**config.mk**
```make
export PLATFORM = sky130hd
export DESIGN_NAME = cart_loader
export DESIGN_NICKNAME = d
export VERILOG_FILES = /design/src/pce_io_pkg.sv /design/src/cart_loader.sv
export SDC_FILE = /design/constraint.sdc
export NUM_CORES = 1
export LEC_CHECK = 0
export ABC_AREA = 1
export ABC_CLOCK_PERIOD_IN_PS = 2280
export BUFFER_PORTS_ARGS = -buffer_cell sky130_fd_sc_hd__buf_2
export CORE_ASPECT_RATIO = 1.5
export CORE_MARGIN = 10
export CORE_UTILIZATION = 35
export CTS_BUF_LIST = sky130_fd_sc_hd__clkbuf_4 sky130_fd_sc_hd__clkbuf_8
export DETAILED_ROUTE_END_ITERATION = 6
export PLACE_DENSITY = 0.66
export SYNTH_ARGS = -nofsm -noshare
export SYNTH_HDL_FRONTEND = slang
export SYNTH_SLANG_ARGS = --single-unit
```
**constraint.sdc**
```tcl
create_clock -name clk_sys_42_95 -period 2.28 [get_ports clk_sys_42_95]
set_clock_uncertainty 0.1 [all_clocks]
set_input_delay 0.456 -clock clk_sys_42_95 [delete_from_list [all_inputs] [get_ports clk_sys_42_95]]
set_output_delay 0.456 -clock clk_sys_42_95 [all_outputs]
set_load 0.02 [all_outputs]
```
**src/pce_io_pkg.sv**
```systemverilog
package pce_io_pkg;

  // rom download address, byte granular
  localparam int rom_addr_w = 24;
  // address the core uses for hucard reads
  localparam int core_rom_addr_w = 22;
  // copier header some dumps carry in front of the image
  localparam int header_offset = 512;

  // backup memory depth in 16-bit words
  localparam int bram_words = 1024;

  typedef logic [rom_addr_w-1:0] rom_addr_t;
  typedef logic [core_rom_addr_w-1:0] core_rom_addr_t;
  typedef logic [15:0] rom_word_t;

  // one pad, active high, start in bit 7
  typedef struct packed {
    logic start;
    logic select;
    logic b;
    logic a;
    logic up;
    logic down;
    logic left;
    logic right;
  } pad_buttons_t;

  // nibble seen by the core on its joypad port
  typedef logic [3:0] pad_nibble_t;
  // multitap port number
  typedef logic [2:0] tap_port_t;

  // backup ram, core side is bytes
  typedef logic [10:0] bram_addr_t;
  typedef logic [7:0] bram_byte_t;

  // save buffer side is words
  typedef logic [15:0] save_word_t;
  typedef logic [16:0] save_lba_t;
  typedef logic [7:0] save_offset_t;

  // populous signature areas, address bits 23..4
  localparam logic [19:0] populous_block_a = 20'h212;
  localparam logic [19:0] populous_block_b = 20'h1f2;

  // expected words at low nibble offsets 6, 8, 10, 12
  localparam rom_word_t sig_word_6 = 16'h4f50;
  localparam rom_word_t sig_word_8 = 16'h5550;
  localparam rom_word_t sig_word_10 = 16'h4f4c;
  localparam rom_word_t sig_word_12 = 16'h5355;

endpackage
```
**src/cart_loader.sv**
```systemverilog
`timescale 1ns/100ps

module cart_loader (
  input  logic                       clk_sys_42_95,
  input  logic                       reset,
  input  logic                       cart_download,
  input  logic                       ioctl_wr,
  input  pce_io_pkg::rom_word_t      ioctl_dout,
  input  logic                       byte_swap,
  input  pce_io_pkg::core_rom_addr_t core_rd_addr,
  output pce_io_pkg::rom_addr_t      rom_wr_addr,
  output pce_io_pkg::rom_word_t      rom_wr_data,
  output logic                       rom_wr_req,
  output logic                       rom_populous,
  output pce_io_pkg::rom_addr_t      sdram_rd_addr
);

  // previous input levels for edge detection
  logic prev_download;
  logic prev_wr;
  logic download_rise;
  logic wr_rise;
  logic wr_fall;

  // reversed download word
  pce_io_pkg::rom_word_t swapped;

  // one flag per 8k half, picked by address bit 13
  logic [1:0] populous;

  logic in_sig_block;
  logic sig_slot;
  pce_io_pkg::rom_word_t sig_expect;
  logic sig_mismatch;

  // header skip for core reads
  pce_io_pkg::core_rom_addr_t rd_offset;
  pce_io_pkg::core_rom_addr_t rd_translated;

  assign download_rise = cart_download & ~prev_download;
  assign wr_rise = ioctl_wr & ~prev_wr;
  assign wr_fall = ~ioctl_wr & prev_wr;

  // swap mode reverses the whole word
  // so bytes exchange and each byte flips its bit order
  always_comb begin
    for (int i = 0; i < 16; i++) begin
      swapped[i] = ioctl_dout[15-i];
    end
  end

  assign rom_wr_data = byte_swap ? swapped : ioctl_dout;

  // signature lives in two 16-byte areas
  assign in_sig_block = (rom_wr_addr[23:4] == pce_io_pkg::populous_block_a) ||
                        (rom_wr_addr[23:4] == pce_io_pkg::populous_block_b);

  // only four word slots inside the area are checked
  always_comb begin
    sig_slot = 1'b1;
    sig_expect = '0;
    case (rom_wr_addr[3:0])
      4'd6: sig_expect = pce_io_pkg::sig_word_6;
      4'd8: sig_expect = pce_io_pkg::sig_word_8;
      4'd10: sig_expect = pce_io_pkg::sig_word_10;
      4'd12: sig_expect = pce_io_pkg::sig_word_12;
      default: sig_slot = 1'b0;
    endcase
  end

  // compare against the word as it goes to memory
  assign sig_mismatch = in_sig_block && sig_slot && (rom_wr_data != sig_expect);

  always_ff @(posedge clk_sys_42_95) begin
    if (reset) begin
      prev_download <= 1'b0;
      prev_wr <= 1'b0;
      rom_wr_addr <= '0;
      rom_wr_req <= 1'b0;
      populous <= 2'b11;
    end else begin
      prev_download <= cart_download;
      prev_wr <= ioctl_wr;
      if (download_rise) begin
        // new cart, start over and assume populous until disproved
        rom_wr_addr <= '0;
        populous <= 2'b11;
      end else if (wr_rise) begin
        // toggle tells the memory side a word is waiting
        rom_wr_req <= ~rom_wr_req;
        if (sig_mismatch) begin
          populous[rom_wr_addr[13]] <= 1'b0;
        end
      end else if (wr_fall) begin
        // word done, step to next word
        rom_wr_addr <= rom_wr_addr + pce_io_pkg::rom_addr_t'(2);
      end
    end
  end

  // bit 9 of the length tells whether a header precedes the image
  assign rom_populous = populous[rom_wr_addr[9]];

  assign rd_offset = rom_wr_addr[9] ?
                     pce_io_pkg::core_rom_addr_t'(pce_io_pkg::header_offset) : '0;

  // sum wraps inside the core address space
  assign rd_translated = core_rd_addr + rd_offset;
  assign sdram_rd_addr = pce_io_pkg::rom_addr_t'(rd_translated);

endmodule

```
==> results.py, run 1 <==
metrics = {
    "grt": {
        "grt_usage_pct": 12.6,
        "grt_pass1_vias": 2452,
        "met2_usage_pct": 21.5,
        "gr-usage-met1_pct": 14.6,
        "grt_overflow": 0,
        "antenna_found_initial": 0,
        "met3_usage_pct": 4.03,
        "busiest_layer": "met2",
        "grt_pass1_wl_mm": 11.4,
        "grt_max_degree": 24,
    },
    "cts": {
        "cts_buffer_depth": 2,
        "clock_latency_ps": 270,
        "numCtsBuffers": 3,
        "cts_tree": "done",
        "cts_htree_levels": 1,
        "hold_buffers": 0,
        "cts_root_buf": "clkbuf_8",
        "clk_pin_slew_ps": 100,
        "cts_num_sinks": 28,
    },
    "sta": {
        "fmax_ghz": 0.414,
        "setup_ws_ps": -138,
        "hold_violations": 0,
        "min_period_ps": 2420,
        "report.final.slew_viol_count": 0,
        "tns_ps": -315,
        "fin_crit_sh_pct": 106,
        "rsz0062_at_grt": "yes",
        "finalSetupViolCount": 4,
    },
    "detailed_routing": {
        "wirelength_mm": 6.94,
        "drc": 0,
        "vias": 2625,
        "postRouteAntennaNets": 0,
        "viasPerCell": 4.76,
        "wl_per_cell_um": 12.6,
        "drt_pre_antenna_iters": 4,
        "drt_iter0_markers": 89,
    },
    "pwr": {
        "p_clk_share_pct": 27.3,
        "p_int_uw": 723,
        "ir_worst_vdd_uv": 277,
        "power.leakage_uw": 0.00152,
        "p_sw_uw": 324,
        "power_frac_comb_pct": 25.3,
        "switching_share_pct": 31.0,
        "pwr-share-seq_pct": 47.4,
        "powerDensity_nw_per_um2": 352,
    },
    "synthesis": {
        "synth_top_area_share_pct": 23.7,
        "avgSynthCellArea_um2": 6.08,
        "ys_seq_area_share_pct": 23.7,
        "ys_ff_latch": 28,
        "async_flop_share_pct": 0,
        "yosys_warnings": 0,
        "syn_area_um2": 2360,
        "synth_edf_count": 0,
        "synth_area_leaders": "dfxtp_1 24%, nand2_1 17%, inv_1 9.8%",
        "yosysUniqueCellTypes": 34,
        "synth_flop_cell": "dfxtp_1",
        "synth_top_area_cell": "dfxtp_1",
        "synth_commonest_cells": "108 x nand2_1, 62 x inv_1, 31 x nor2_1",
        "synthCells": 389,
        "post-synth-top-count-cell": "nand2_1",
    },
    "critical_path": {
        "cp_slowest_cell": "dfxtp_4",
        "slowest_delay_ps": 370,
        "required_ps": 1720,
        "cp-end-kind": "output port",
        "crit_type": "flip-flop to output port",
        "reg2reg_from": "rom_wr_addr[1]",
        "path_cells": "ha_4 > ha_4 > nand3_4 > nor3b_4 > nand2_2 > nor2_4 > nand4_1 > xnor2_2 > buf_4",
        "reg2regPathDepth": 10,
        "arrival_ps": 1860,
        "cp_common_cell": "ha_4",
        "cp_max_fo": 2,
        "r2r_end": "rom_wr_addr[19]",
        "worstSetupStartpointType": "flip-flop",
        "reg2reg_slack_ps": 320,
    },
    "floorplanning": {
        "num_rows": 36,
        "fp.dieH_um": 121,
        "chipWidth_um": 87.1,
        "coreArea_um2": 6530,
        "start_util_pct": 36.2,
        "io_pins": 109,
        "die_area_um2": 10500,
    },
    "cells_and_area": {
        "stdcell_area_um2": 2980,
        "nets": 526,
        "syn2layout_area_growth_pct": 26.1,
        "final_core_util_pct": 45.6,
        "drive_gt1_share_pct": 29.1,
        "insertedDiodeCount": 0,
    },
    "job": {
        "max_cap_violations": 0,
    },
    "worst_hold_path": {
        "holdPathEnd": "prev_download",
        "hold_path_class": "input port to flip-flop",
        "holdPathStages": 2,
        "worstHoldStart": "reset",
    },
    "outcome": {
        "status": "finished with violations",
        "violations": "negative setup slack",
    },
    "placed_design": {
        "place_area_um2": 2860,
        "place_congestion": 0.851,
        "port_buffers": 87,
        "hpwl_mm": 5.90,
    },
}
repair_timing:
action	in CTS	in global routing
buffers inserted	2	1
pin swaps	7	2
gates resized for setup	5	7
endpoints found under the setup margin	4	6
area by class of cell:
type	count	area [um2]
tap	76	95.1
sequential	28	564
fill	692	3550
multi-input combinational	278	1480
timing repair buffer	99	538
inverter	66	250
clock buffer	4	48.8
worst max-delay path: cells and delay by family, from the launching register on:
kind	cells	cell delay [ps]
xor+xnor	1	160
fa+ha+maj	2	280
buf+inv	1	160
flops	1	370
simple gates	5	620
metal layers:
layer / vias to the layer above / share of wire (%)
met5: - / 0
met4: 0 / 1.2
met3: 8 / 10
met1: 1143 / 41
met2: 92 / 48
li1: 1382 / -
through the flow:
step                worst slack [ps]  hold slack, ps  total power [uW]  cells
floorplan                       36.9             319               706    391
global placement                -125             332               766    544
detailed placement              -162             334               770    544
CTS                             -113             278              1060    550
global route                    -255             288              1110    551
finish                          -138             285              1050    551
sequential cells by signal (all words and copies together) (netlist names):
signal,cells
rom_wr_req,1
prev_download,1
populous,2
prev_wr,1
rom_wr_addr,23
layout by cell type (no fill, tap or decap), types with 2 or more instances in the layout:
| master | instances |
|---|---|
| buf_2 | 82 |
| nand3b_1 | 2 |
| nand2_1 | 107 |
| nor3_2 | 2 |
| a21oi_1 | 23 |
| nor3_1 | 9 |
| nor2_2 | 7 |
| nor2_1 | 28 |
| xor2_1 | 11 |
| dfxtp_1 | 27 |
| nand4_1 | 6 |
| nand2_2 | 6 |
| clkbuf_8 | 3 |
| or2_2 | 2 |
| nand3_1 | 25 |
| nor2_4 | 2 |
| inv_2 | 3 |
| conb_1 | 3 |
| ha_4 | 2 |
| inv_1 | 62 |
| nor4_1 | 2 |
| o21ai_0 | 16 |
| nand3_2 | 3 |
| ha_1 | 5 |
| buf_4 | 17 |
| o21ai_1 | 6 |
cells by family after synthesis:
logic type / synth area share, %
adder cells (fa/ha/maj): 3.71
AO/OA/AOI/OAI: 10.6
other: 0.159
buffers and inverters: 16.9
XOR/XNOR: 5.19
AND/OR/NAND/NOR: 39.7
flip-flops: 23.7
worst max path at each step:
stage | endpoint | slack [ps] | start | depth (start not counted)
after global placement | sdram_rd_addr[21] | -120 | core_rd_addr[9] | 10
after global routing | sdram_rd_addr[21] | -260 | rom_wr_addr[9] | 9
final | sdram_rd_addr[21] | -140 | rom_wr_addr[9] | 9
after floorplan | sdram_rd_addr[21] | 40 | core_rd_addr[9] | 8
after CTS | sdram_rd_addr[21] | -110 | rom_wr_addr[9] | 9
after detailed placement | sdram_rd_addr[21] | -160 | core_rd_addr[9] | 10
power by group through the flow:
stage                     logic, uW  registers [uW]  clock network [uW]
after floorplan                 195             511                   0
after global placement          258             508                   0
after detailed placement        262             508                   0
after CTS                       265             497                 299
after global routing            298             498                 314
final                           265             497                 286
Power figures use the tool's default switching activity.
==> inputs of run 2 (changes only) <==
--- a/config.mk
+++ b/config.mk
@@ -14,6 +14,7 @@
 export CTS_BUF_LIST = sky130_fd_sc_hd__clkbuf_4 sky130_fd_sc_hd__clkbuf_8
 export DETAILED_ROUTE_END_ITERATION = 6
 export PLACE_DENSITY = 0.66
+export SETUP_SLACK_MARGIN = 0.4
 export SYNTH_ARGS = -nofsm -noshare
 export SYNTH_HDL_FRONTEND = slang
 export SYNTH_SLANG_ARGS = --single-unit
==> run 2 against run 1 <==
  * The flow still finishes with violations (negative setup slack)
  * Core utilization is 2.0 points higher
  * Via count hardly changed
  * Largest power group unchanged
  * Combinational power is 3% higher
  * Sequential power hardly changed
  * Clock-buffer cell count stayed put
  * First-iteration DRC count is 21% lower
  * Setup slack better by 8.9 ps
  * Critical path depth stayed put
  * Register-to-register slack better by 250 ps
  * Power is 3.0% higher
  * Sequential share of layout area is 0.51 points lower
  * Clock power is 8.7% higher
==> results.py, run 2 (synthesized netlist as in run 1, its figures left out) <==
metrics = {
    "cts": {
        "clk_pin_slew_ps": 100,
        "numCtsBuffers": 3,
        "cts_num_sinks": 28,
        "cts_buffer_depth": 2,
        "clock_latency_ps": 280,
        "cts_htree_levels": 1,
        "cts_tree": "done",
        "cts_root_buf": "clkbuf_8",
        "hold_buffers": 0,
    },
    "cells_and_area": {
        "top_register": "rom_wr_addr",
        "largest_register_ffs": 23,
        "mostFrequentLayoutCells": "105 x nand2_1, 76 x buf_2, 62 x inv_1, 26 x nor2_1",
        "final_common_cell": "nand2_1",
        "fillers": 676,
        "syn2layout_area_growth_pct": 31.6,
        "drive_gt1_share_pct": 32.2,
        "reg_top3": "rom_wr_addr (23), populous (2)",
        "stdcell_area_um2": 3110,
        "nets": 530,
        "insertedDiodeCount": 0,
    },
    "pwr": {
        "power.leakage_uw": 0.00156,
        "p_int_uw": 743,
        "pwr-share-seq_pct": 45.9,
        "powerDensity_nw_per_um2": 347,
        "ir_worst_vdd_uv": 336,
        "p_clk_share_pct": 28.8,
        "power_frac_comb_pct": 25.2,
        "switching_share_pct": 31.2,
        "p_sw_uw": 336,
    },
    "detailed_routing": {
        "drt_iter0_markers": 70,
        "postRouteAntennaNets": 0,
        "wl_per_cell_um": 13.0,
        "wirelength_mm": 7.20,
        "viasPerCell": 4.73,
        "vias": 2626,
        "drt_pre_antenna_iters": 4,
        "drc": 0,
    },
    "critical_path": {
        "cpLargestDelayFamily": "simple AND/OR/NAND/NOR gates",
        "cp_slowest_cell": "dfxtp_4",
        "crit_type": "flip-flop to output port",
        "path_buf_inv": 1,
        "reg2regPathDepth": 13,
        "reg2reg_slack_ps": 570,
        "path_cells": "ha_4 > ha_4 > nand3_4 > nor3b_4 > nand2_2 > nor2_4 > nand4_1 > xnor2_2 > buf_4",
        "r2r_end": "populous[1]",
        "worstSetupStartpointType": "flip-flop",
        "reg2reg_from": "rom_wr_addr[2]",
        "cp_max_fo": 2,
        "cp_common_cell": "ha_4",
        "slowest_delay_ps": 370,
        "arrival_ps": 1850,
        "required_ps": 1720,
        "cp-end-kind": "output port",
    },
    "floorplanning": {
        "die_area_um2": 10500,
        "io_pins": 109,
        "start_util_pct": 36.2,
        "chipWidth_um": 87.1,
        "num_rows": 36,
        "coreArea_um2": 6530,
        "fp.dieH_um": 121,
    },
    "placed_design": {
        "place_area_um2": 2890,
        "hpwl_mm": 5.94,
        "place_congestion": 0.849,
        "port_buffers": 87,
    },
    "sta": {
        "setup_ws_ps": -129,
        "tns_ps": -612,
        "fin_crit_sh_pct": 106,
        "rsz0062_at_grt": "yes",
        "fmax_ghz": 0.415,
        "finalSetupViolCount": 6,
        "hold_violations": 0,
        "min_period_ps": 2410,
        "report.final.slew_viol_count": 0,
    },
    "grt": {
        "grt_overflow": 0,
        "grt_usage_pct": 12.6,
        "grt_pass1_wl_mm": 11.4,
        "grt_pass1_vias": 2550,
        "grt_max_degree": 28,
        "antenna_found_initial": 0,
    },
    "outcome": {
        "status": "finished with violations",
        "violations": "negative setup slack",
    },
    "worst_hold_path": {
        "holdPathStages": 2,
        "worstHoldStart": "reset",
        "holdPathEnd": "prev_download",
        "hold_path_class": "input port to flip-flop",
    },
    "job": {
        "max_cap_violations": 0,
    },
}
[run 2: cell count changes in the layout (fill, tap and decap cells not counted), moves of 2 or more]
cell / before / now
buf_2: 82 / 76
buf_4: 17 / 24
buf_6: 0 / 3
dfxtp_1: 27 / 24
dfxtp_4: 1 / 3
nand2_1: 107 / 105
nand2_2: 6 / 8
nand3_1: 25 / 23
nand3_2: 3 / 5
nor2_1: 28 / 26
[run 2: power groups by stage]
stage	combinational, uW	clock [uW]	sequential [uW]
5_1_grt	302	330	497
3_3_place_gp	260	0	508
2_1_floorplan	197	0	511
6_report	272	311	496
3_5_place_dp	263	0	508
4_1_cts	271	316	497
[run 2: what timing repair did]
action,4_1_cts,5_1_grt
endpoints found under the setup margin,18,17
pin swaps,8,2
buffers inserted,4,4
gates resized for setup,18,13
[run 2: routing by layer]
layer / vias to the layer above / GRT usage (%) / share of wire [%]
li1: 1385 / - / -
met1: 1124 / 13.2 / 39
met2: 98 / 22.7 / 49
met3: 19 / 3.90 / 9.5
met4: 0 / 4.30 / 2.4
met5: - / 0 / 0
[run 2: area by class of cell]
type                            count  area [um2]  share of cell area [%]
Clock buffer                        4        55.1                    1.77
Sequential cell                    28         573                    18.4
Timing Repair Buffer              103         594                    19.1
Tap cell                           76        95.1                    3.06
Inverter                           66         250                    8.05
Multi-Input combinational cell    278        1540                    49.6
[run 2: how the worst max path moves through the flow]
stage / from / endpoint / slack, ps / depth (start not counted)
floorplan: core_rd_addr[9] / sdram_rd_addr[21] / 40 / 8
global placement: core_rd_addr[9] / sdram_rd_addr[21] / -70 / 10
detailed placement: core_rd_addr[9] / sdram_rd_addr[21] / -150 / 10
CTS: rom_wr_addr[9] / sdram_rd_addr[20] / -120 / 8
global route: rom_wr_addr[9] / sdram_rd_addr[21] / -230 / 9
finish: rom_wr_addr[9] / sdram_rd_addr[21] / -130 / 9
[run 2: worst reg2reg max path, stage by stage (launching register included)]
cell	delay, ps
dfxtp_4	370
inv_1	90
ha_1	190
nand2_2	110
buf_4	150
nand2_1	60
nand2_1	50
nor2_1	80
nand2_1	70
nor2_2	130
nand3_2	100
nand3_1	80
nand2_1	50
nand2_1	40
[run 2: metrics by stage]
stage | util [%] | hold WS, ps | setup slack, ps | std cells | total power (uW)
after floorplan | - | 319 | 36.9 | 391 | 708
after global placement | 44.3 | 332 | -66.1 | 543 | 768
final | 47.6 | 271 | -129 | 555 | 1080
after detailed placement | 44.3 | 337 | -153 | 543 | 772
after global routing | 47.6 | 301 | -233 | 555 | 1130
after CTS | 46.4 | 274 | -125 | 551 | 1080
