**config.mk**
```make
export PLATFORM = sky130hd
export DESIGN_NAME = joypad_mux
export DESIGN_NICKNAME = d
export VERILOG_FILES = /design/src/pce_io_pkg.sv /design/src/joypad_mux.sv
export SDC_FILE = /design/constraint.sdc
export NUM_CORES = 1
export LEC_CHECK = 0
export BUFFER_PORTS_ARGS = -buffer_cell sky130_fd_sc_hd__buf_2
export CAP_MARGIN = 30
export CORE_MARGIN = 10
export CORE_UTILIZATION = 38
export DETAILED_ROUTE_END_ITERATION = 6
export PLACE_DENSITY = 0.76
export SYNTH_ARGS = -nofsm -noshare
export SYNTH_HDL_FRONTEND = slang
export SYNTH_SLANG_ARGS = --single-unit
```
**constraint.sdc**
```tcl
create_clock -name clk_sys_42_95 -period 1.7 [get_ports clk_sys_42_95]
set_input_delay 0.51 -clock clk_sys_42_95 [delete_from_list [all_inputs] [get_ports clk_sys_42_95]]
set_output_delay 0.51 -clock clk_sys_42_95 [all_outputs]
set_load 0.02 [all_outputs]
```
**src/pce_io_pkg.sv**
```systemverilog
package pce_io_pkg;

  // rom download address, byte granular
  localparam int rom_addr_w = 24;
  // address the core uses for hucard reads
  localparam int core_rom_addr_w = 22;
  // copier header some dumps carry in front of the image
  localparam int header_offset = 512;

  // backup memory depth in 16-bit words
  localparam int bram_words = 1024;

  typedef logic [rom_addr_w-1:0] rom_addr_t;
  typedef logic [core_rom_addr_w-1:0] core_rom_addr_t;
  typedef logic [15:0] rom_word_t;

  // one pad, active high, start in bit 7
  typedef struct packed {
    logic start;
    logic select;
    logic b;
    logic a;
    logic up;
    logic down;
    logic left;
    logic right;
  } pad_buttons_t;

  // nibble seen by the core on its joypad port
  typedef logic [3:0] pad_nibble_t;
  // multitap port number
  typedef logic [2:0] tap_port_t;

  // backup ram, core side is bytes
  typedef logic [10:0] bram_addr_t;
  typedef logic [7:0] bram_byte_t;

  // save buffer side is words
  typedef logic [15:0] save_word_t;
  typedef logic [16:0] save_lba_t;
  typedef logic [7:0] save_offset_t;

  // populous signature areas, address bits 23..4
  localparam logic [19:0] populous_block_a = 20'h212;
  localparam logic [19:0] populous_block_b = 20'h1f2;

  // expected words at low nibble offsets 6, 8, 10, 12
  localparam rom_word_t sig_word_6 = 16'h4f50;
  localparam rom_word_t sig_word_8 = 16'h5550;
  localparam rom_word_t sig_word_10 = 16'h4f4c;
  localparam rom_word_t sig_word_12 = 16'h5355;

endpackage
```
**src/joypad_mux.sv**
```systemverilog
`timescale 1ns/100ps

module joypad_mux (
  input  logic                     clk_sys_42_95,
  input  logic                     reset,
  input  logic [1:0]               joy_out,
  input  logic                     multitap_enable,
  input  pce_io_pkg::pad_buttons_t pad_p1,
  input  pce_io_pkg::pad_buttons_t pad_p2,
  input  pce_io_pkg::pad_buttons_t pad_p3,
  input  pce_io_pkg::pad_buttons_t pad_p4,
  output pce_io_pkg::pad_nibble_t  joy_in
);

  // core side lines
  logic clear_line;
  logic sel_line;

  // select level seen last cycle
  logic last_sel;
  logic sel_rise;

  // current multitap port and the latched nibble
  pce_io_pkg::tap_port_t port;
  pce_io_pkg::pad_nibble_t latch;

  // pad picked by the low port bits
  pce_io_pkg::pad_buttons_t pad_sel;
  pce_io_pkg::pad_nibble_t nibble;

  assign clear_line = joy_out[1];
  assign sel_line = joy_out[0];
  assign sel_rise = sel_line & ~last_sel;

  always_comb begin
    case (port[1:0])
      2'd0: pad_sel = pad_p1;
      2'd1: pad_sel = pad_p2;
      2'd2: pad_sel = pad_p3;
      default: pad_sel = pad_p4;
    endcase
  end

  // lines are active low toward the core
  always_comb begin
    if (port[2]) begin
      // ports 4 to 7 have nothing plugged in
      nibble = 4'hf;
    end else if (sel_line) begin
      // direction half
      nibble = ~{pad_sel.up, pad_sel.right, pad_sel.left, pad_sel.down};
    end else begin
      // button half
      nibble = ~{pad_sel.start, pad_sel.select, pad_sel.b, pad_sel.a};
    end
  end

  always_ff @(posedge clk_sys_42_95) begin
    if (reset) begin
      last_sel <= 1'b0;
      port <= '0;
      latch <= '0;
    end else begin
      last_sel <= sel_line;
      // reload every cycle with the pad as it is now
      latch <= nibble;
      if (clear_line) begin
        // clear rewinds the scan and blanks the port
        port <= '0;
        latch <= '0;
      end else if (sel_rise && multitap_enable) begin
        // wraps back to port 0 after port 7
        port <= port + pce_io_pkg::tap_port_t'(1);
      end
    end
  end

  // one cycle behind the pad and line inputs
  assign joy_in = latch;

endmodule

```
==> results.tsv, run 1 <==
metric	value	unit
fin_nets	148	
endpoint	joy_in[2]	
cts_max_level	1	
cp-startpoint	port[0]	
period_share	81.01	%
layout-drive-gt1-share	40.95	%
hpwl	1462	um
r2r_end	joy_in[2]	
setup_tns	0	ns
grt_pass1_vias	640	
rows	13	
drt_wl_total	1831	um
worstSkewPairLatency	0.25	ns
netlist_top_cells_area	dfxtp_1 (29%), a22oi_1 (11%), ha_1 (9.1%), mux2i_1 (9.1%), nand2_1 (5.5%)	
slew-limit-headroom	79.78	%
grt_pass1_wl	2801	um
synth_largest_area_cell	dfxtp_1	
worstMarginPinSlew	0.3022	ns
fmax	726.2	MHz
dr.pass1.iters	4	
syn_area_per_cell	8.217	um2
synth-seq-cells	8	
crit_buf_inv	1	
cp-end-kind	flip-flop	
outcome	finished clean	
critPathMaxFanout	8	
worstRegToRegCells	5	
hold_path.class	in2reg	
cpPeakStageDelay	0.35	ns
cts_tree	yes	
cts_root_buf	clkbuf_4	
io_buffers	40	
hold_violations	0	
synthesis.area	550.5	um2
ir_drop	0.2281	mV
synth_fp_nets	108	
rr_startpoint	port[0]	
fp.dieW	58.06	um
die-area	3371	um2
arrival	1.55	ns
ys_seq_area_share	29.09	%
p_leak	0.0003870	uW
rrSetupSlack	0.32	ns
setup_viol	0	
initial_utilization	41.28	%
min_period	1.377	ns
critPathKind	reg2reg	
place.gp.congestion	0.7481	
grt_max_degree	16	
crit_family	compound AO/OA/AOI/OAI gates	
wl_per_cell	15.26	um
antenna_found_initial	0	
synth_top_area_share	29.09	%
drt-initial-drc-count	15	
synth_cell_types	23	
clock_sinks	8	
cp.required	1.87	ns
coreArea	1334	um2
num_vias	629	
fin_ws	0.3229	ns
synth_cells	67	
cts_hold_buffers	0	
die_h	58.06	um
cts-buffers-inserted	3	
yosysWarningCount	0	
post_cts.repair.setup_buffers	0	
ctsResizeCount	0	
rsz0062_at_grt	no	
worst_clock_skew	0.003277	ns
path_depth	5	
grt_util_all_layers	10.00	%
drc	0	
ant_nets	0	
viasPerCell	5.242	
cp_slowest_cell	dfxtp_1	
pwr_density_cell	590.0	nW/um2
clk_pin_slew	0.05	ns
pre_cts_ws	0.3274	ns
gr-total-overflow	0	
num_io_pins	41	
syn2layout_area_growth	36.82	%
utilization	56.47	%
crit_path_start_kind	flip-flop	
drv_cap	0	
clockBufferDepth	2	
final-max-slew-violation-count	0	
diodes	0	
crit_chain	inv_1 > ha_1 > a22oi_1 > nand3_1 > a31oi_1	
worst reg2reg max path, stage by stage, from the launching register on:
cell and delay, ns:
dfxtp_1 0.35, inv_1 0.10, ha_1 0.31, a22oi_1 0.20, nand3_1 0.12, a31oi_1 0.21
through the flow:
step	instances	hold slack (ns)	cell area [um2]	total power, uW
global placement	117	0.5568	730.7	301.6
global route	120	0.4720	753.2	469.8
detailed placement	117	0.5681	730.7	303.6
finish	120	0.4732	753.2	444.4
CTS	120	0.4660	753.2	449.6
floorplan	67	0.5310	550.5	254.6
cell families after synthesis:
family                     after synthesis  synth area share (%)
and+or+nand+nor                         21                 18.41
AOI/OAI and AO/OA                       20                 22.73
DFF                                      8                 29.09
buffers and inverters                    7                 8.408
muxes                                    5                 9.091
adders and majority gates                4                 9.091
xor gates and xnor gates                 2                 3.182
where the power goes:
group	switching [uW]	total, uW	internal, uW
sequential	2.35	197	195
clock	63.1	144	80.7
combinational	49.8	104	53.9
total	115	444	329
cell type report:
cell class              instances  area [um2]
flip-flops and latches          8       160.2
inverters                       2       7.507
multi-input cells              52       344.1
fillers                       139       580.6
repair buffers                 40       200.2
clock buffers                   3       22.52
well taps                      15       18.77
per-layer routing:
metal / vias to the layer above / part of all wire [%] / GRT usage (%)
met5: - / 0 / 0
met4: 0 / 0.82 / 4.027
met3: 4 / 8.6 / 3.922
met2: 35 / 49 / 16.10
met1: 269 / 41 / 11.49
li1: 321 / - / -
sequential cells by signal (all words and copies together), names as in the netlist:
name / cells
joy_in: 4
port: 3
last_sel: 1
how the worst min path moves through the flow:
stage,start,endpoint,slack (ns),cells past startpoint
global placement,port[1],port[1],0.56,2
floorplan,port[1],port[1],0.53,2
finish,joy_out[1],port[0],0.47,2
detailed placement,port[1],port[1],0.57,2
global route,joy_out[1],port[2],0.47,2
CTS,joy_out[1],port[2],0.47,2
synthesized netlist by cell type:
| cell | n |
|---|---|
| a31oi_1 | 4 |
| nor2_1 | 2 |
| nand3b_1 | 1 |
| a22oi_1 | 8 |
| inv_1 | 2 |
| clkbuf_1 | 2 |
| buf_8 | 1 |
| nor2b_1 | 1 |
| nand4b_1 | 1 |
| nor3_1 | 3 |
| dfxtp_1 | 8 |
| xnor2_1 | 1 |
| o21ai_0 | 3 |
| o21ai_1 | 1 |
| ha_1 | 4 |
| xor2_1 | 1 |
| nand2_1 | 8 |
| nand3_1 | 4 |
| clkbuf_2 | 1 |
| buf_6 | 1 |
| mux2i_1 | 5 |
| a21oi_1 | 4 |
| nand2b_1 | 1 |
cell usage in the layout, fill, tap and decap left out:
cell type / netlist / routed
buf_2: 0 / 40
a22oi_1: 8 / 8
nand2_1: 8 / 8
dfxtp_1: 8 / 8
mux2i_1: 5 / 5
nand3_1: 4 / 4
a21oi_1: 4 / 4
a31oi_1: 4 / 4
ha_1: 4 / 4
o21ai_0: 3 / 3
nor3_1: 3 / 3
clkbuf_4: 0 / 3
inv_1: 2 / 2
nor2_1: 2 / 2
nand2b_1: 1 / 1
o21ai_1: 1 / 1
nand3b_1: 1 / 1
xnor2_1: 1 / 1
nor2b_1: 1 / 1
nand4b_1: 1 / 1
xor2_1: 1 / 1
No activity file was read; power rests on OpenSTA's default activity.
==> run 2: changes to the inputs <==
Settings changed: ABC_AREA from default to 1, CORE_ASPECT_RATIO from default to 1.2, CORE_UTILIZATION 38 to 37, PLACE_DENSITY 0.76 to 0.74.
Clock period 1.7 ns to 1.1 ns, I/O delays scaled along.
==> run 2 against run 1 <==
Net effect: the run now ends with negative setup slack left; register-to-register slack got worse by 0.34 ns; wire length rose by 5.8%; synthesized cell count increased by 54%; sequential cell count is the same; via count increased by 21%; clock power rose by 51%; core utilization rose by 2.6 points; sequential share of layout area shrank 4.0 points; count of clock-buffer cells in the layout unchanged; largest cell class unchanged; highest routed layer unchanged.
==> results.tsv, run 2 <==
metric	value	unit
outcome	finished with violations	
violations	negative setup slack	
fin_nets	188	
num_vias	758	
grt_util_all_layers	9.645	%
drt_wl_total	1937	um
cts-buffers-inserted	3	
grt.busiest_layer	met2	
synthFlopType	dfxtp_1	
hold_violations	0	
initial_utilization	39.25	%
io_buffers	40	
drc	0	
ant_nets	0	
layout_commonest_cell	nand2_1	
use_met2	16.80	%
period_share	101.9	%
cts_root_buf	clkbuf_4	
slew-limit-headroom	83.97	%
post_cts.repair.setup_buffers	0	
clk_pin_slew	0.05	ns
critPathKind	reg2reg	
largest_register_ffs	4	
critPathMaxFanout	8	
dr.pass1.iters	4	
hold_start	reset	
crit_path_start_kind	flip-flop	
cp_slowest_cell	dfxtp_4	
setup_viol	1	
worstSkewPairLatency	0.25	ns
synth_cell_types	15	
rr_startpoint	port[0]	
synth-seq-cells	8	
worst_clock_skew	0.002580	ns
cp.required	1.28	ns
synth_cells	103	
gr-total-overflow	0	
clock_sinks	8	
cp-startpoint	port[0]	
syn2layout_area_growth	50.49	%
gr-usage-met3	5.577	%
synth_largest_area_cell	nand2_1	
synth_fp_nets	144	
viasPerCell	4.650	
crit_buf_inv	2	
wl_per_cell	11.88	um
synth.most_common_cell	nand2_1	
clockBufferDepth	2	
die_h	65.72	um
p_leak	0.0004948	uW
drv_cap	0	
worst_path_most_repeated_cell	nand2_1	
layout-drive-gt1-share	46.21	%
hpwl	1644	um
hold_path.class	in2reg	
antenna_found_initial	0	
cts_max_level	1	
num_io_pins	41	
pre_cts_ws	-0.1068	ns
fmax	892.0	MHz
async_flop_share	0	%
crit_chain	inv_4 > ha_4 > nand2_1 > nand2_1 > inv_1 > nand2_1 > nand2_1 > nand2_1 > a21oi_1	
crit_family	flip-flops	
die-area	3818	um2
place.gp.congestion	0.8670	
drt-initial-drc-count	12	
netlist_top_cells_area	nand2_1 (26%), dfxtp_1 (25%), a21oi_1 (14%), ha_1 (7.8%), inv_1 (6.4%)	
coreArea	1642	um2
rsz0062_at_grt	yes	
grt_util_met1	9.477	%
finalPower	738.4	uW
grt_pass1_wl	3022	um
fp.dieW	58.10	um
rows	16	
cpPeakStageDelay	0.37	ns
synthesis.area	644.4	um2
ys_seq_area_share	24.85	%
yosysWarningCount	0	
pwr_density_cell	761.5	nW/um2
netlist_top_cells_count	nand2_1 (44), a21oi_1 (18), inv_1 (11), dfxtp_1 (8)	
cp-end-kind	flip-flop	
synth_top_area_share	25.63	%
arrival	1.30	ns
syn_area_per_cell	6.256	um2
synth-edff-count	0	
worstMarginPinSlew	0.2404	ns
grt_max_degree	10	
fin_ws	-0.02112	ns
cts_tree	yes	
min_period	1.121	ns
ir_drop	0.6672	mV
mostFrequentLayoutCells	nand2_1 (44), buf_2 (40), a21oi_1 (13), inv_1 (9), a21oi_2 (9)	
final-max-slew-violation-count	0	
diodes	0	
grt_pass1_vias	751	
## run 2: stage by stage
step / instances / area (um2) / setup TNS (ns) / utilization [%] / hold slack [ns]
6_report: 163 / 969.7 / -0.02112 / 59.07 / 0.2406
5_1_grt: 163 / 969.7 / -0.4227 / 59.07 / 0.2425
4_1_cts: 163 / 965.9 / -0.04847 / 58.84 / 0.2353
3_5_place_dp: 160 / 898.4 / -0.4081 / 54.73 / 0.4879
3_3_place_gp: 160 / 898.4 / -0.1606 / 54.73 / 0.4707
2_1_floorplan: 103 / 681.9 / 0 / - / 0.4024
## run 2: cell families after synthesis
family / share of synthesized area, %
buffers and inverters: 13.59
adders and majority gates: 7.767
DFF: 24.85
and+or+nand+nor: 31.46
xor gates and xnor gates: 1.359
AOI/OAI and AO/OA: 20.97
## run 2: layout make-up
cell class	count	area, um2
Fill cell	161	671.9
Multi-Input combinational cell	78	455.4
Timing Repair Buffer	43	235.2
Sequential cell	8	167.7
Inverter	13	66.31
Clock buffer	3	22.52
Tap cell	18	22.52
## run 2: path summary, 6_finish.rpt
path                to  slack, ns  cells past startpoint
max          joy_in[1]      -0.02                      9
min reg2reg    port[1]       0.54                      2
min           last_sel       0.24                      2
max reg2reg  joy_in[1]      -0.02                      9
## run 2: power breakdown
part	internal [uW]	switching, uW	total (uW)
Clock	124	92.3	217
Combinational	109	108	216
Sequential	299	6.27	305
## run 2: per-layer routing
metal | vias to the layer above | wire [um]
met4 | 0 | 12
met3 | 2 | 201
met1 | 317 | 793
li1 | 407 | -
met5 | - | 0
met2 | 32 | 929
## run 2: what timing repair did
action                     in CTS  in global routing
pin swaps                       2                  0
gates resized for setup         9                  1
setup endpoints to repair       4                  5
hold buffers                    0                  0
==> run 3: changes to the inputs <==
Settings changed: ABC_AREA 1 to default, CORE_UTILIZATION 37 to 34, PLACE_DENSITY 0.74 to default, PLACE_DENSITY_LB_ADDON from default to 0.08, SKIP_LAST_GASP from default to 1.
==> run 3 against run 2 <==
Net effect: the run still ends with negative setup slack left; register-to-register slack hardly changed; critical path type unchanged; maximum frequency about the same; critical path depth shrank 4; clock power is essentially flat; largest power group unchanged.
==> results.tsv, run 3 (same netlist as run 1, synthesis figures left out) <==
metric	value	unit
min_period	1.122	ns
rsz0062_at_grt	yes	
grt_max_degree	9	
layout_commonest_cell	buf_2	
crit_path_start_kind	flip-flop	
diodes	0	
drv_cap	0	
cp_slowest_cell	dfxtp_4	
p_int	524.5	uW
clockBufferDepth	2	
final-max-slew-violation-count	0	
rr_startpoint	port[0]	
ir_drop	0.9046	mV
cts_tree	yes	
clk_pin_slew	0.05	ns
worst_clock_skew	0.002917	ns
antenna_found_initial	0	
cpPeakStageDelay	0.35	ns
io_buffers	40	
cp-startpoint	port[0]	
finalNonFillerCells	126	
p_comb_share	26.4	%
hold_violations	0	
fin_ws	-0.02152	ns
crit_chain	buf_4 > ha_4 > a21oi_1 > nand2_1 > a31oi_1	
cts-buffers-inserted	3	
drc	0	
rows	15	
worstMarginPinSlew	0.2555	ns
grt_util_all_layers	9.666	%
p_clk_share	30.9	%
grt_pass1_vias	677	
num_vias	649	
p_leak	0.0004178	uW
place.gp.congestion	0.6939	
wl_per_cell	14.20	um
largest_register_ffs	4	
mostFrequentLayoutCells	buf_2 (40), nand2_1 (8), a22oi_2 (6), dfxtp_1 (6), mux2i_1 (5)	
pre_cts_ws	-0.06462	ns
slew-limit-headroom	82.90	%
switching_share	25.71	%
place_inst	121	
syn2layout_area_growth	59.55	%
placed_area	783.3	um2
outcome	finished with violations	
worstSkewPairLatency	0.25	ns
setup_viol	1	
cp-end-kind	flip-flop	
fp.dieW	56.74	um
gr-total-overflow	0	
arrival	1.30	ns
grt_pass1_wl	2898	um
hpwl	1536	um
clock_sinks	8	
ant_nets	0	
pwr_density_cell	803.8	nW/um2
die-area	3636	um2
critPathMaxFanout	8	
seq_power_share	42.7	%
hold_start	joy_out[1]	
coreArea	1483	um2
utilization	59.24	%
period_share	102.0	%
cts_root_buf	clkbuf_4	
power.switching	181.5	uW
cts_max_level	1	
violations	negative setup slack	
cts_hold_buffers	0	
drt_wl_total	1789	um
initial_utilization	37.13	%
drt-initial-drc-count	1	
fmax	891.6	MHz
fin_area	878.3	um2
fin_nets	152	
layout-drive-gt1-share	55.05	%
num_io_pins	41	
critPathKind	reg2reg	
cp.required	1.28	ns
dr.pass1.iters	2	
hold_path.class	in2reg	
die_h	64.08	um
viasPerCell	5.151	
==> run 3: cell types whose count changed in the layout (fill, tap and decap cells not counted), moves of 2 or more <==
cell	delta
a22oi_1	+2
inv_1	-9
nor3_1	+3
a31oi_1	+4
a22oi_2	+6
nand3_1	+4
mux2i_1	+5
nand2_1	-36
a21oi_1	-9
a21oi_2	-9
==> run 3: critical path, delay by kind of cell (launching register included) <==
family	cells	cell delay, ns
flops	1	0.35
compound gates	2	0.30
fa+ha+maj	1	0.18
buf+inv	1	0.14
simple gates	1	0.07
==> run 3: power by group through the flow <==
stage | combinational [uW] | sequential [uW] | clock (uW)
4_1_cts | 182 | 302 | 228
6_report | 186 | 301 | 218
5_1_grt | 206 | 302 | 253
2_1_floorplan | 80.3 | 320 | 0
3_5_place_dp | 175 | 311 | 0
3_3_place_gp | 174 | 311 | 0
==> run 3: layer usage <==
layer | vias to the layer above | share of wire, % | wire (um) | global-route usage [%]
li1 | 331 | - | - | -
met1 | 296 | 37 | 661 | 9.212
met2 | 20 | 55 | 983 | 17.45
met3 | 2 | 7.6 | 136 | 5.336
met4 | 0 | 0.45 | 8 | 2.647
met5 | - | 0 | 0 | 0
==> run 3: through the flow <==
| step | power [uW] | setup TNS, ns | hold WS [ns] |
|---|---|---|---|
| final | 706.0 | -0.02152 | 0.2803 |
| after global routing | 760.2 | -0.2685 | 0.2621 |
| after CTS | 711.7 | -0.01632 | 0.2778 |
| after detailed placement | 486.1 | -0.1550 | 0.5464 |
| after global placement | 484.4 | -0.1387 | 0.5385 |
| after floorplan | 400.0 | -0.04834 | 0.3992 |
==> run 3: area by class of cell <==
type	instances	area [um2]
multi-input cells	52	411.6
fillers	145	604.3
repair buffers	44	242.7
inverters	2	12.51
clock buffers	3	22.52
flip-flops and latches	8	167.7
well taps	17	21.27
==> run 3: path summary, 6_finish.rpt <==
check                                  to  slack (ns)  cells past startpoint
worst min register to register    port[2]        0.58                      2
worst max-delay path            joy_in[0]       -0.02                      5
worst min-delay path              port[0]        0.28                      2
worst max register to register  joy_in[0]       -0.02                      5
==> run 3: what timing repair did <==
item | CTS | global route
setup buffers | 0 | 2
setup endpoints to repair | 4 | 5
resized for setup | 10 | 2
pin swaps | 4 | 3
